==> config.mk <==
export PLATFORM = sky130hd
export DESIGN_NAME = mips_id_top
export DESIGN_NICKNAME = d
export VERILOG_FILES = /design/src/mips_id_pkg.sv /design/src/decode_if.sv /design/src/mips_id_top.sv /design/src/operand_issue.sv /design/src/inst_decoder.sv /design/src/inst_intake.sv
export SDC_FILE = /design/constraint.sdc
export NUM_CORES = 1
export LEC_CHECK = 0
export ABC_AREA = 1
export BUFFER_PORTS_ARGS = -buffer_cell sky130_fd_sc_hd__buf_4
export CAP_MARGIN = 10
export CORE_MARGIN = 1.5
export CORE_UTILIZATION = 52
export CTS_CLUSTER_DIAMETER = 60
export DETAILED_ROUTE_END_ITERATION = 16
export GPL_TIMING_DRIVEN = 1
export PLACE_DENSITY = 0.81
export SETUP_SLACK_MARGIN = 0.1
export SLEW_MARGIN = 15
export SYNTH_ARGS = -nofsm -noshare
export SYNTH_HDL_FRONTEND = slang
export SYNTH_HIERARCHICAL = 1
export SYNTH_SLANG_ARGS = --single-unit
export TNS_END_PERCENT = 10
==> constraint.sdc <==
create_clock -name clk -period 2.5 [get_ports clk]
set_input_delay 0.25 -clock clk [delete_from_list [all_inputs] [get_ports clk]]
set_output_delay 0.25 -clock clk [all_outputs]
set_load 0.02 [all_outputs]
==> src/mips_id_pkg.sv <==
package mips_id_pkg;

    // data path widths.
    localparam int INST_W     = 32;
    localparam int REG_DATA_W = 32;
    localparam int REG_ADDR_W = 5;

    // code widths.
    localparam int OP_W     = 6;
    localparam int FUNCT_W  = 6;   // funct sits in the low bits.
    localparam int ALUOP_W  = 4;
    localparam int ALUSEL_W = 2;

    // instruction word layout, op | rs | rt | rd | shamt | funct.
    localparam int OP_MSB    = 31;
    localparam int OP_LSB    = 26;
    localparam int RS_LSB    = 21;
    localparam int RT_LSB    = 16;
    localparam int RD_LSB    = 11;
    localparam int SHAMT_LSB = 6;
    localparam int IMM_W     = 16;

    // primary opcodes kept by this stage.
    typedef enum logic [OP_W-1:0] {
        OP_SPECIAL = 6'd0,
        OP_ADDI    = 6'd8,
        OP_ADDIU   = 6'd9,
        OP_SLTI    = 6'd10,
        OP_SLTIU   = 6'd11,
        OP_ANDI    = 6'd12,
        OP_ORI     = 6'd13,
        OP_XORI    = 6'd14,
        OP_LUI     = 6'd15
    } op_e;

    // function codes under SPECIAL.
    typedef enum logic [FUNCT_W-1:0] {
        FN_SLL  = 6'd0,
        FN_SRL  = 6'd2,
        FN_SRA  = 6'd3,
        FN_SLLV = 6'd4,
        FN_SRLV = 6'd6,
        FN_SRAV = 6'd7,
        FN_ADD  = 6'd32,
        FN_ADDU = 6'd33,
        FN_SUB  = 6'd34,
        FN_SUBU = 6'd35,
        FN_AND  = 6'd36,
        FN_OR   = 6'd37,
        FN_XOR  = 6'd38,
        FN_NOR  = 6'd39,
        FN_SLT  = 6'd42,
        FN_SLTU = 6'd43
    } funct_e;

    typedef enum logic [ALUOP_W-1:0] {
        ALU_NOP,
        ALU_OR,
        ALU_AND,
        ALU_XOR,
        ALU_NOR,
        ALU_SLL,
        ALU_SRL,
        ALU_SRA,
        ALU_SLT,
        ALU_SLTU,
        ALU_ADD,
        ALU_ADDU,
        ALU_SUB,
        ALU_SUBU
    } aluop_e;

    // result group for the execute stage.
    typedef enum logic [ALUSEL_W-1:0] {
        SEL_NOP,
        SEL_LOGIC,
        SEL_SHIFT,
        SEL_ARITH
    } alusel_e;

endpackage
==> src/decode_if.sv <==
interface decode_if import mips_id_pkg::*; ();

    aluop_e                aluop;
    alusel_e               alusel;
    logic                  rd_en1;     // rs is a source.
    logic                  rd_en2;     // rt is a source.
    logic [REG_ADDR_W-1:0] rs_addr;
    logic [REG_ADDR_W-1:0] rt_addr;
    logic [REG_ADDR_W-1:0] wr_addr;
    logic                  wr_en;
    logic [REG_DATA_W-1:0] imm;
    logic                  inst_valid;

    modport dec (
        output aluop, alusel, rd_en1, rd_en2, rs_addr, rt_addr,
        output wr_addr, wr_en, imm, inst_valid
    );

    modport iss (
        input aluop, alusel, rd_en1, rd_en2, rs_addr, rt_addr,
        input wr_addr, wr_en, imm, inst_valid
    );

endinterface

==> src/mips_id_top.sv <==
module mips_id_top import mips_id_pkg::*; (
    input  logic                  clk,
    input  logic                  rst_n,
    input  logic                  in_req,
    input  logic [INST_W-1:0]     inst,
    input  logic [REG_DATA_W-1:0] reg_rd_data1,
    input  logic [REG_DATA_W-1:0] reg_rd_data2,
    input  logic [REG_ADDR_W-1:0] ex_waddr,
    input  logic [REG_DATA_W-1:0] ex_wdata,
    input  logic                  ex_wen,
    input  logic [REG_ADDR_W-1:0] mem_waddr,
    input  logic [REG_DATA_W-1:0] mem_wdata,
    input  logic                  mem_wen,
    input  logic                  out_ack,
    output logic                  in_ack,
    output logic [REG_ADDR_W-1:0] reg_rd_addr1,
    output logic [REG_ADDR_W-1:0] reg_rd_addr2,
    output logic                  out_req,
    output logic [ALUOP_W-1:0]    out_aluop,
    output logic [ALUSEL_W-1:0]   out_alusel,
    output logic [REG_DATA_W-1:0] out_operand1,
    output logic [REG_DATA_W-1:0] out_operand2,
    output logic [REG_ADDR_W-1:0] out_wr_addr,
    output logic                  out_wr_en,
    output logic                  out_inst_valid
);

    logic [INST_W-1:0] held_inst;
    logic              held;
    logic              take;

    decode_if d_if ();

    assign reg_rd_addr1 = d_if.rs_addr;
    assign reg_rd_addr2 = d_if.rt_addr;

    inst_intake i_intake (
        .clk       (clk),
        .rst_n     (rst_n),
        .in_req    (in_req),
        .inst      (inst),
        .take      (take),
        .in_ack    (in_ack),
        .held_inst (held_inst),
        .held      (held)
    );

    inst_decoder i_decoder (
        .held_inst (held_inst),
        .dec       (d_if.dec)
    );

    operand_issue i_issue (
        .clk            (clk),
        .rst_n          (rst_n),
        .held           (held),
        .iss            (d_if.iss),
        .reg_rd_data1   (reg_rd_data1),
        .reg_rd_data2   (reg_rd_data2),
        .ex_wdata       (ex_wdata),
        .mem_wdata      (mem_wdata),
        .ex_waddr       (ex_waddr),
        .mem_waddr      (mem_waddr),
        .ex_wen         (ex_wen),
        .mem_wen        (mem_wen),
        .out_ack        (out_ack),
        .take           (take),
        .out_req        (out_req),
        .out_aluop      (out_aluop),
        .out_alusel     (out_alusel),
        .out_operand1   (out_operand1),
        .out_operand2   (out_operand2),
        .out_wr_addr    (out_wr_addr),
        .out_wr_en      (out_wr_en),
        .out_inst_valid (out_inst_valid)
    );

endmodule

==> src/operand_issue.sv <==
module operand_issue import mips_id_pkg::*; (
    input  logic                  clk,
    input  logic                  rst_n,
    input  logic                  held,
    decode_if.iss                 iss,
    input  logic [REG_DATA_W-1:0] reg_rd_data1,
    input  logic [REG_DATA_W-1:0] reg_rd_data2,
    input  logic [REG_DATA_W-1:0] ex_wdata,
    input  logic [REG_DATA_W-1:0] mem_wdata,
    input  logic [REG_ADDR_W-1:0] ex_waddr,
    input  logic [REG_ADDR_W-1:0] mem_waddr,
    input  logic                  ex_wen,
    input  logic                  mem_wen,
    input  logic                  out_ack,
    output logic                  take,
    output logic                  out_req,
    output aluop_e                out_aluop,
    output alusel_e               out_alusel,
    output logic [REG_DATA_W-1:0] out_operand1,
    output logic [REG_DATA_W-1:0] out_operand2,
    output logic [REG_ADDR_W-1:0] out_wr_addr,
    output logic                  out_wr_en,
    output logic                  out_inst_valid
);

    typedef enum logic {
        TX_IDLE,
        TX_REQ
    } tx_state_e;

    tx_state_e             state;
    logic [REG_DATA_W-1:0] operand1;
    logic [REG_DATA_W-1:0] operand2;

    // execute wins over memory; r0 is never forwarded.
    function automatic logic [REG_DATA_W-1:0] pick_operand(
        input logic                  rd_en,
        input logic [REG_ADDR_W-1:0] addr,
        input logic [REG_DATA_W-1:0] rf_data,
        input logic [REG_DATA_W-1:0] imm
    );
        logic [REG_DATA_W-1:0] val;
        if (!rd_en) begin
            val = imm;
        end else if (ex_wen && addr != '0 && addr == ex_waddr) begin
            val = ex_wdata;
        end else if (mem_wen && addr != '0 && addr == mem_waddr) begin
            val = mem_wdata;
        end else begin
            val = rf_data;
        end
        return val;
    endfunction

    always_comb begin
        operand1 = '0;
        operand2 = '0;
        if (iss.inst_valid) begin
            operand1 = pick_operand(iss.rd_en1, iss.rs_addr, reg_rd_data1, iss.imm);
            operand2 = pick_operand(iss.rd_en2, iss.rt_addr, reg_rd_data2, iss.imm);
        end
    end

    // load only with the previous handshake fully closed.
    assign take    = held && (state == TX_IDLE) && !out_ack;
    assign out_req = (state == TX_REQ);

    always_ff @(posedge clk) begin
        if (!rst_n) begin
            state          <= TX_IDLE;
            out_aluop      <= ALU_NOP;
            out_alusel     <= SEL_NOP;
            out_operand1   <= '0;
            out_operand2   <= '0;
            out_wr_addr    <= '0;
            out_wr_en      <= 1'b0;
            out_inst_valid <= 1'b0;
        end else begin
            case (state)
                TX_IDLE: begin
                    if (take) begin
                        state          <= TX_REQ;
                        out_aluop      <= iss.inst_valid ? iss.aluop : ALU_NOP;
                        out_alusel     <= iss.inst_valid ? iss.alusel : SEL_NOP;
                        out_operand1   <= operand1;
                        out_operand2   <= operand2;
                        out_wr_addr    <= iss.inst_valid ? iss.wr_addr : '0;
                        out_wr_en      <= iss.inst_valid && iss.wr_en;
                        out_inst_valid <= iss.inst_valid;
                    end
                end
                TX_REQ: begin
                    if (out_ack) begin
                        state <= TX_IDLE;
                    end
                end
                default: state <= TX_IDLE;
            endcase
        end
    end

    // the consumer must see every result.
    a_req_holds: assert property (@(posedge clk) disable iff (!rst_n)
        out_req && !out_ack |=> out_req);

endmodule

==> src/inst_decoder.sv <==
module inst_decoder import mips_id_pkg::*; (
    input  logic [INST_W-1:0] held_inst,
    decode_if.dec             dec
);

    op_e                   op;
    funct_e                funct;
    logic [REG_ADDR_W-1:0] rs;
    logic [REG_ADDR_W-1:0] rt;
    logic [REG_ADDR_W-1:0] rd;
    logic [REG_ADDR_W-1:0] shamt;
    logic [IMM_W-1:0]      im;
    logic                  imm_shift;

    aluop_e                r_aluop;
    alusel_e               r_alusel;
    aluop_e                i_aluop;
    alusel_e               i_alusel;
    logic [REG_DATA_W-1:0] i_imm;
    logic                  i_valid;

    assign op    = op_e'(held_inst[OP_MSB:OP_LSB]);
    assign rs    = held_inst[RS_LSB +: REG_ADDR_W];
    assign rt    = held_inst[RT_LSB +: REG_ADDR_W];
    assign rd    = held_inst[RD_LSB +: REG_ADDR_W];
    assign shamt = held_inst[SHAMT_LSB +: REG_ADDR_W];
    assign funct = funct_e'(held_inst[FUNCT_W-1:0]);
    assign im    = held_inst[IMM_W-1:0];

    assign imm_shift = funct inside {FN_SLL, FN_SRL, FN_SRA};

    // read ports follow the fields whatever the opcode.
    assign dec.rs_addr = rs;
    assign dec.rt_addr = rt;

    // register-register forms.
    always_comb begin
        r_aluop  = ALU_NOP;
        r_alusel = SEL_NOP;
        case (funct)
            FN_SLL, FN_SLLV: begin r_aluop = ALU_SLL;  r_alusel = SEL_SHIFT; end
            FN_SRL, FN_SRLV: begin r_aluop = ALU_SRL;  r_alusel = SEL_SHIFT; end
            FN_SRA, FN_SRAV: begin r_aluop = ALU_SRA;  r_alusel = SEL_SHIFT; end
            FN_AND:          begin r_aluop = ALU_AND;  r_alusel = SEL_LOGIC; end
            FN_OR:           begin r_aluop = ALU_OR;   r_alusel = SEL_LOGIC; end
            FN_XOR:          begin r_aluop = ALU_XOR;  r_alusel = SEL_LOGIC; end
            FN_NOR:          begin r_aluop = ALU_NOR;  r_alusel = SEL_LOGIC; end
            FN_ADD:          begin r_aluop = ALU_ADD;  r_alusel = SEL_ARITH; end
            FN_ADDU:         begin r_aluop = ALU_ADDU; r_alusel = SEL_ARITH; end
            FN_SUB:          begin r_aluop = ALU_SUB;  r_alusel = SEL_ARITH; end
            FN_SUBU:         begin r_aluop = ALU_SUBU; r_alusel = SEL_ARITH; end
            FN_SLT:          begin r_aluop = ALU_SLT;  r_alusel = SEL_ARITH; end
            FN_SLTU:         begin r_aluop = ALU_SLTU; r_alusel = SEL_ARITH; end
            default: ;
        endcase
    end

    // immediate forms, rs op imm into rt.
    always_comb begin
        i_aluop  = ALU_NOP;
        i_alusel = SEL_NOP;
        i_imm    = '0;
        i_valid  = 1'b1;
        case (op)
            OP_ORI: begin
                i_aluop  = ALU_OR;
                i_alusel = SEL_LOGIC;
                i_imm    = {{(REG_DATA_W-IMM_W){1'b0}}, im};
            end
            OP_ANDI: begin
                i_aluop  = ALU_AND;
                i_alusel = SEL_LOGIC;
                i_imm    = {{(REG_DATA_W-IMM_W){1'b0}}, im};
            end
            OP_XORI: begin
                i_aluop  = ALU_XOR;
                i_alusel = SEL_LOGIC;
                i_imm    = {{(REG_DATA_W-IMM_W){1'b0}}, im};
            end
            OP_LUI: begin
                i_aluop  = ALU_OR;
                i_alusel = SEL_LOGIC;
                i_imm    = {im, {(REG_DATA_W-IMM_W){1'b0}}};   // upper half.
            end
            OP_SLTI: begin
                i_aluop  = ALU_SLT;
                i_alusel = SEL_ARITH;
                i_imm    = {{(REG_DATA_W-IMM_W){im[IMM_W-1]}}, im};
            end
            OP_SLTIU: begin
                i_aluop  = ALU_SLTU;
                i_alusel = SEL_ARITH;
                i_imm    = {{(REG_DATA_W-IMM_W){im[IMM_W-1]}}, im};
            end
            OP_ADDI: begin
                i_aluop  = ALU_ADD;
                i_alusel = SEL_ARITH;
                i_imm    = {{(REG_DATA_W-IMM_W){im[IMM_W-1]}}, im};
            end
            OP_ADDIU: begin
                i_aluop  = ALU_ADDU;
                i_alusel = SEL_ARITH;
                i_imm    = {{(REG_DATA_W-IMM_W){im[IMM_W-1]}}, im};
            end
            default: i_valid = 1'b0;
        endcase
    end

    always_comb begin
        dec.aluop      = ALU_NOP;
        dec.alusel     = SEL_NOP;
        dec.rd_en1     = 1'b0;
        dec.rd_en2     = 1'b0;
        dec.wr_addr    = rd;
        dec.wr_en      = 1'b0;
        dec.imm        = '0;
        dec.inst_valid = 1'b0;
        if (op == OP_SPECIAL) begin
            // immediate shifts need rs zero, the rest need shamt zero.
            if (r_alusel != SEL_NOP && (imm_shift ? rs == '0 : shamt == '0)) begin
                dec.aluop      = r_aluop;
                dec.alusel     = r_alusel;
                dec.rd_en1     = !imm_shift;
                dec.rd_en2     = 1'b1;
                dec.wr_en      = 1'b1;
                dec.inst_valid = 1'b1;
                if (imm_shift) begin
                    dec.imm = {{(REG_DATA_W-REG_ADDR_W){1'b0}}, shamt};
                end
            end
        end else if (i_valid) begin
            dec.aluop      = i_aluop;
            dec.alusel     = i_alusel;
            dec.rd_en1     = 1'b1;
            dec.wr_addr    = rt;
            dec.wr_en      = 1'b1;
            dec.imm        = i_imm;
            dec.inst_valid = 1'b1;
        end
    end

    // a valid decode always names an operation and its group.
    always_comb begin
        assert (!dec.inst_valid || (dec.aluop != ALU_NOP && dec.alusel != SEL_NOP))
            else $error("valid instruction decoded with a nop code.");
    end

endmodule

==> src/inst_intake.sv <==
module inst_intake import mips_id_pkg::*; (
    input  logic              clk,
    input  logic              rst_n,
    input  logic              in_req,
    input  logic [INST_W-1:0] inst,
    input  logic              take,
    output logic              in_ack,
    output logic [INST_W-1:0] held_inst,
    output logic              held
);

    typedef enum logic {
        RX_IDLE,
        RX_ACK
    } rx_state_e;

    rx_state_e state;
    logic      capture;

    // new word only when idle and the slot is empty.
    assign capture = (state == RX_IDLE) && in_req && !held;
    assign in_ack  = (state == RX_ACK);

    always_ff @(posedge clk) begin
        if (!rst_n) begin
            state <= RX_IDLE;
            held  <= 1'b0;
        end else begin
            case (state)
                RX_IDLE: begin
                    if (capture) begin
                        state <= RX_ACK;
                    end
                end
                RX_ACK: begin
                    if (!in_req) begin
                        state <= RX_IDLE;   // producer withdrew, drop ack.
                    end
                end
                default: state <= RX_IDLE;
            endcase
            if (capture) begin
                held <= 1'b1;
            end else if (take) begin
                held <= 1'b0;
            end
        end
    end

    always_ff @(posedge clk) begin
        if (capture) begin
            held_inst <= inst;
        end
    end

    // four-phase rule on the producer side.
    a_ack_holds: assert property (@(posedge clk) disable iff (!rst_n)
        in_req && in_ack |=> in_ack);

endmodule

# ---- Word-level counts from Yosys, hierarchy flattened
# Index checks and enable logic that the tools add are counted.
dict set report totals {
  word_cells 120
  regBits 111
  out_inout_bits 89
}
dict set report classes {
  mux 44
  n_reduce_logical 37
  bitwise 2
  eq_ne 27
}
# cell count
set op_table {}
lappend op_table {{32-bit two-way mux} 11}
lappend op_table {{32-bit one-hot mux with 3 select lines} 1}
lappend op_table {{6-bit equality test (second input constant)} 10}
lappend op_table {{4-bit one-hot mux with 13 select lines} 1}
lappend op_table {{6-bit by 4-bit equality test with 1-bit output (second input constant)} 8}
lappend op_table {{4-bit one-hot mux with 7 select lines} 1}
lappend op_table {{5-bit equality test} 4}
lappend op_table {{5-bit two-way mux} 4}
lappend op_table {{6-bit by 3-bit equality test with 1-bit output (second input constant)} 3}
lappend op_table {{4-bit two-way mux} 4}
lappend op_table {{1-bit two-way mux} 14}
lappend op_table {{1-bit logical AND} 13}
lappend op_table {{6-bit by 2-bit equality test with 1-bit output (second input constant)} 2}
lappend op_table {{6-bit zero test} 2}
lappend op_table {{4-bit OR reduction} 3}
lappend op_table {{6-bit OR reduction} 2}
lappend op_table {{5-bit zero test} 2}
lappend op_table {{5-bit nonzero test} 2}
lappend op_table {{2-bit two-way mux} 4}
lappend op_table {{2-bit OR reduction} 4}
lappend op_table {{8-bit OR reduction} 1}
lappend op_table {{2-bit one-hot mux with 3 select lines} 1}
lappend op_table {{1-bit one-hot mux with 2 select lines} 2}
lappend op_table {{2-bit one-hot mux with 2 select lines} 1}
lappend op_table {{6 further kinds} 10}

# ---- Longest topological paths before layout
dict set report depth {
  ltp_word 9
  ltp_mapped 17
  mapped_depth_nobuf 14
}

# ---- By module
# Netlist, hierarchy kept.
# module cells_each seq_area_each_um2 area_per_inst_um2 n_inst
set modules_own_cells {}
lappend modules_own_cells {operand_issue 1102 1561.5 6316.1 1}
lappend modules_own_cells {inst_intake 44 1001.0 1051.0 1}
lappend modules_own_cells {inst_decoder 184 0.0 910.9 1}

# ---- Worst setup path after synthesis
# Ideal clock, no wire load.
dict set report synth_path {
  path_kind {reg2reg}
  from {register i_intake.held_inst[3]}
  to {register i_issue.out_operand1[22]}
  setup_slack_ps 368
  period_less_slack_ps 2132
  stages_incl_launch_ff 17
  setup_ps 71
  required_ps 2429
  t_arrival_ps 2061
  cell_sequence {edfxtp_1 > nor2_2 > nand3_4 > nand2_2 > nand2_2 > nor2_4 > buf_6 > nand2_1 > nand2_1 > clkbuf_1 > clkbuf_1 > nand2_1 > inv_2 > nand2_1 > nand2_1 > nand2_1 > a21oi_2}
}
dict set report synth_via {
  elab_chain_len 9
}
# item line_no
set synth_lines {}
lappend synth_lines {{from (decl)} inst_intake.sv:8} ;# output logic [INST_W-1:0] held_inst,
lappend synth_lines {{from (signal assigned)} inst_intake.sv:52} ;# held_inst <= inst;
lappend synth_lines {{6-bit equality test (tied with other cells)} inst_decoder.sv:40} ;# case (funct)
lappend synth_lines {{6-bit OR reduction (no source line) or 4-bit OR reduction (tied branches)} --}
lappend synth_lines {{2-bit one-hot mux with 3 select lines} inst_decoder.sv:40}
lappend synth_lines {{2-bit nonzero test} inst_decoder.sv:120} ;# if (r_alusel != SEL_NOP && (imm_shift ? rs == '0 : shamt == '0)) begin
lappend synth_lines {{1-bit logical AND} inst_decoder.sv:120}
lappend synth_lines {{1-bit two-way mux *} inst_decoder.sv:120}
lappend synth_lines {{1-bit two-way mux *} inst_decoder.sv:118} ;# if (op == OP_SPECIAL) begin
lappend synth_lines {{net d_if.rd_en1} decode_if.sv:5} ;# logic rd_en1;
lappend synth_lines {{32-bit two-way mux *} operand_issue.sv:43} ;# if (!rd_en) begin
lappend synth_lines {{32-bit two-way mux *} operand_issue.sv:58} ;# if (iss.inst_valid) begin
lappend synth_lines {{to (signal assigned)} operand_issue.sv:85} ;# out_operand1 <= operand1;
lappend synth_lines {{to (decl)} operand_issue.sv:19} ;# output logic [REG_DATA_W-1:0] out_operand1,
# Mark *: on every way through the listed nets, which the timed path passes. The rest lies on a longest branch.
# A chain may end at the register's enable or synchronous reset.

# ---- Final worst setup path
dict set report layout_path {
  from {register i_intake.held_inst[30]}
  to {register i_issue.out_operand1[6]}
}
# item line_no
set layout_rtl {}
lappend layout_rtl {{6-bit by 4-bit equality test with 1-bit output} inst_decoder.sv:64} ;# case (op)
lappend layout_rtl {{8-bit OR reduction (no source line)} --}
lappend layout_rtl {{1-bit two-way mux} inst_decoder.sv:64}
lappend layout_rtl {{1-bit two-way mux} inst_decoder.sv:131} ;# end else if (i_valid) begin
lappend layout_rtl {{1-bit two-way mux *} inst_decoder.sv:118}
lappend layout_rtl {{net d_if.inst_valid} decode_if.sv:12} ;# logic inst_valid;
lappend layout_rtl {{32-bit two-way mux *} operand_issue.sv:58}
# Marks and branches as above.

==> flow_metrics.env <==
export IMPL_synth_top_family_by_area="simple AND/OR/NAND/NOR gates"
export IMPL_crit_chain="nor2_1 -> inv_1 -> nor2_1 -> nand2_2 -> nor2_4 -> nand2_1 -> nand2_1 -> nand2_1 -> inv_2 -> buf_12 -> nand2_1 -> a21oi_2"
export IMPL_clockRootBuffer="clkbuf_16"
export IMPL_yosys_top_cells_count="569 x nand2_1, 215 x nand3_1, 94 x inv_1"
export IMPL_synth_distinct_cells=32
export IMPL_cp_max_fo=43
export IMPL_r2r_end="i_issue/out_operand1[6]$_SDFFE_PN0P_"
export IMPL_drive_above_1_share_pct=30.92
export IMPL_fin_cells=1757
export IMPL_synth_xor_area_share_pct=0.2116
export IMPL_hold_viol=0
export IMPL_drt_iter0_markers=1112
export IMPL_cp_end_kind="register"
export IMPL_cp_start_kind="register"
export IMPL_startpoint="i_intake/held_inst[30]$_DFFE_PP_"
export IMPL_drc=0
export IMPL_antenna_violating_nets_post_route=0
export IMPL_wirelength_um=29510
export IMPL_reg2regPathDepth=12
export IMPL_ys_top_cells_by_area="nand2_1 26%, dfxtp_1 19%, nand3_1 13%, edfxtp_1 12%, a21oi_2 6.7%"
export IMPL_start_util_pct=53.85
export IMPL_grt_overflow_total=0
export IMPL_dr_pass1_iters=5
export IMPL_cp_required_ns=2.79
export IMPL_reg2reg_from="i_intake/held_inst[30]$_DFFE_PP_"
export IMPL_outcome="finished clean"
export IMPL_viasPerCell=5.340
export IMPL_grt_pass1_wl_um=44570
export IMPL_cpMaxStageDelayCell="edfxtp_1"
export IMPL_hp_start="inst[9]"
export IMPL_drv_slew=0
export IMPL_fmax_mhz=432.0
export IMPL_synth_fp_nets=1506
export IMPL_portBuffers=264
export IMPL_synth_top_area_share_pct=25.80
export IMPL_worstSetupPathType="register to register"
export IMPL_fillCellCount=1426
export IMPL_crit_arrival_ns=2.60
export IMPL_worstHoldEndpoint="i_intake/held_inst[9]$_DFFE_PP_"
export IMPL_dp_hpwl_um=22510
export IMPL_grt_pass1_vias=8588
export IMPL_synth_yosys_seq_area_share_pct=30.96
export IMPL_clock_sink_count=112
export IMPL_synth_cells=1330
export IMPL_relSlewSlack_pct=51.06
export IMPL_antenna_found_initial=0
export IMPL_timing_max_cap_violations=0
export IMPL_dp_cells=1740
export IMPL_timing_critical_path_slowest_cell_delay_ns=0.39
export IMPL_fp_row_count=45
export IMPL_syn_avg_cell_area_sq_um=6.224
export IMPL_cts_hold_buffers=0
export IMPL_skew_ns=0.009059
export IMPL_peakVddDrop_mv=0.4133
export IMPL_cts_clk_slew_worst_paths_ns=0.08
export IMPL_synth_compound_area_share_pct=9.371
export IMPL_synth_top_area_cell="nand2_1"
export IMPL_htreeDepth=3
export IMPL_hold_path_class="input pin to register"
export IMPL_p_leak_nw=5.370
export IMPL_clock_path_buffers=2
export IMPL_ios=265
export IMPL_rrSetupSlack_ns=0.19
export IMPL_yosysMostFrequentCell="nand2_1"
export IMPL_grt_start_max_net_pins=57
export IMPL_ys_ff_latch=112
export IMPL_synthFlopType="dfxtp_1"
export IMPL_die_y_um=129.2
export IMPL_place_gp_congestion=0.9755
export IMPL_clock_latency_ns=0.35
export IMPL_cts_buffers=9
export IMPL_vias=9382
export IMPL_hold_depth=1
export IMPL_crit_top_cell="nand2_1"
export IMPL_worstMarginPinSlew_ns=0.7314
export IMPL_nets=1717
export IMPL_timing_final_crit_share_pct=92.59
export IMPL_p_per_area_mw_per_mm2=413.9
export IMPL_setup_viol=0
export IMPL_core_sq_mm=0.01537
export IMPL_fin_crit_ns=2.315
export IMPL_async_flop_share_pct=0
export IMPL_die_w_um=129.2
export IMPL_tns_ns=0
export IMPL_area_delta_synth_final_pct=27.33
export IMPL_grt_setup_unrepaired="no"
export IMPL_synth_simple_gate_area_share_pct=44.88
export IMPL_synthMuxAreaShare_pct=0
export IMPL_dieArea_sq_mm=0.01668
export IMPL_diodes=0
export IMPL_grt_usage_pct=34.68
export IMPL_cts_tree="done"
export IMPL_power_mw=4.362
export IMPL_synth_adder_area_share_pct=0
export IMPL_netlist_area_sq_mm=0.008278
export IMPL_wire_per_inst_um=16.80
export IMPL_synth_edf_count=32
export IMPL_yosys_warnings=6
worst max-delay path: cells and delay by family (launching register included):
kind / cells / cell delay [ns]
simple gates: 8 / 1.23
buf+inv: 3 / 0.47
compound gates: 1 / 0.13
flops: 1 / 0.39
how the worst max path moves through the flow:
| stage | slack, ns | end |
|---|---|---|
| after CTS | 0.20 | i_issue/out_operand2[0]$_SDFFE_PN0P_ |
| after global routing | 0.07 | i_issue/out_operand2[4]$_SDFFE_PN0P_ |
| after floorplan | 0.37 | i_issue/out_operand1[22]$_SDFFE_PN0P_ |
| after global placement | 0.30 | i_issue/out_operand2[26]$_SDFFE_PN0P_ |
| final | 0.19 | i_issue/out_operand1[6]$_SDFFE_PN0P_ |
| after detailed placement | 0.22 | i_issue/out_operand2[0]$_SDFFE_PN0P_ |
sequential cells by signal, summed over array words and instances (netlist names):
signal                  flops
i_intake/held_inst         32
i_issue/out_operand1       32
i_issue/out_operand2       32
i_issue/out_wr_addr         5
i_issue/out_aluop           4
i_issue/out_alusel          2
i_intake/held               1
i_intake/in_ack             1
i_issue/out_inst_valid      1
i_issue/out_req             1
i_issue/out_wr_en           1
layout make-up:
type | count | area, sq um | area share (%)
Sequential cell | 112 | 2562 | 24.31
Timing Repair Buffer | 291 | 2272 | 21.56
Tap cell | 211 | 264.0 | 2.505
Inverter | 163 | 613.1 | 5.817
Clock inverter | 7 | 77.57 | 0.7360
Multi-Input combinational cell | 964 | 4526 | 42.94
Clock buffer | 9 | 225.2 | 2.137
kinds of logic after synthesis:
family,count (synthesis)
AO/OA/AOI/OAI,106
XOR/XNOR,2
buffers and inverters,254
flip-flops,112
AND/OR/NAND/NOR,856
power by group:
part | leakage, nW | total, mW | internal [mW] | switching, mW
sequential | 0.948 | 1.96 | 1.92 | 0.0431
clock | 0.149 | 1.49 | 0.792 | 0.700
combinational | 4.27 | 0.911 | 0.362 | 0.549
total | 5.37 | 4.36 | 3.07 | 1.29
what timing repair did:
| action | CTS | global route |
|---|---|---|
| buffers inserted | 0 | 1 |
| endpoints found under the setup margin | 0 | 42 |
| resized for setup | 0 | 4 |
routing by layer:
metal  vias up  routed length [um]  GRT usage (%)  part of all wire [%]
met4         0                1306          14.74                   4.4
met5         -                   0              0                     0
met2       550               14150          60.48                    48
li1       4555                   -              -                     -
met3        95                2691          6.358                   9.1
met1      4182               11360          41.95                    38
cell usage in the layout (no fill, tap or decap), types with 2 or more instances in the layout:
master / instances
a21oi_1: 18
a21oi_2: 63
buf_12: 7
buf_4: 284
clkbuf_16: 9
clkinv_2: 2
dfxtp_1: 80
edfxtp_1: 32
inv_1: 94
inv_2: 68
inv_6: 3
nand2_1: 569
nand2_2: 7
nand2_4: 3
nand3_1: 214
nand3_2: 10
nand4_1: 2
nor2_1: 28
nor2_2: 3
nor2_4: 12
nor3_1: 3
o21ai_0: 22
xnor2_1: 2
metrics by stage:
step	worst slack [ns]	hold slack [ns]	util, %	area (sq um)
global placement	0.3012	0.4283	66.44	10210
floorplan	0.3680	0.3293	-	8278
global route	0.06894	0.05727	68.57	10540
CTS	0.1959	0.06429	68.41	10520
detailed placement	0.2178	0.4294	66.44	10210
finish	0.1853	0.07026	68.57	10540
Note: power is estimated with default switching activity, not from simulation.
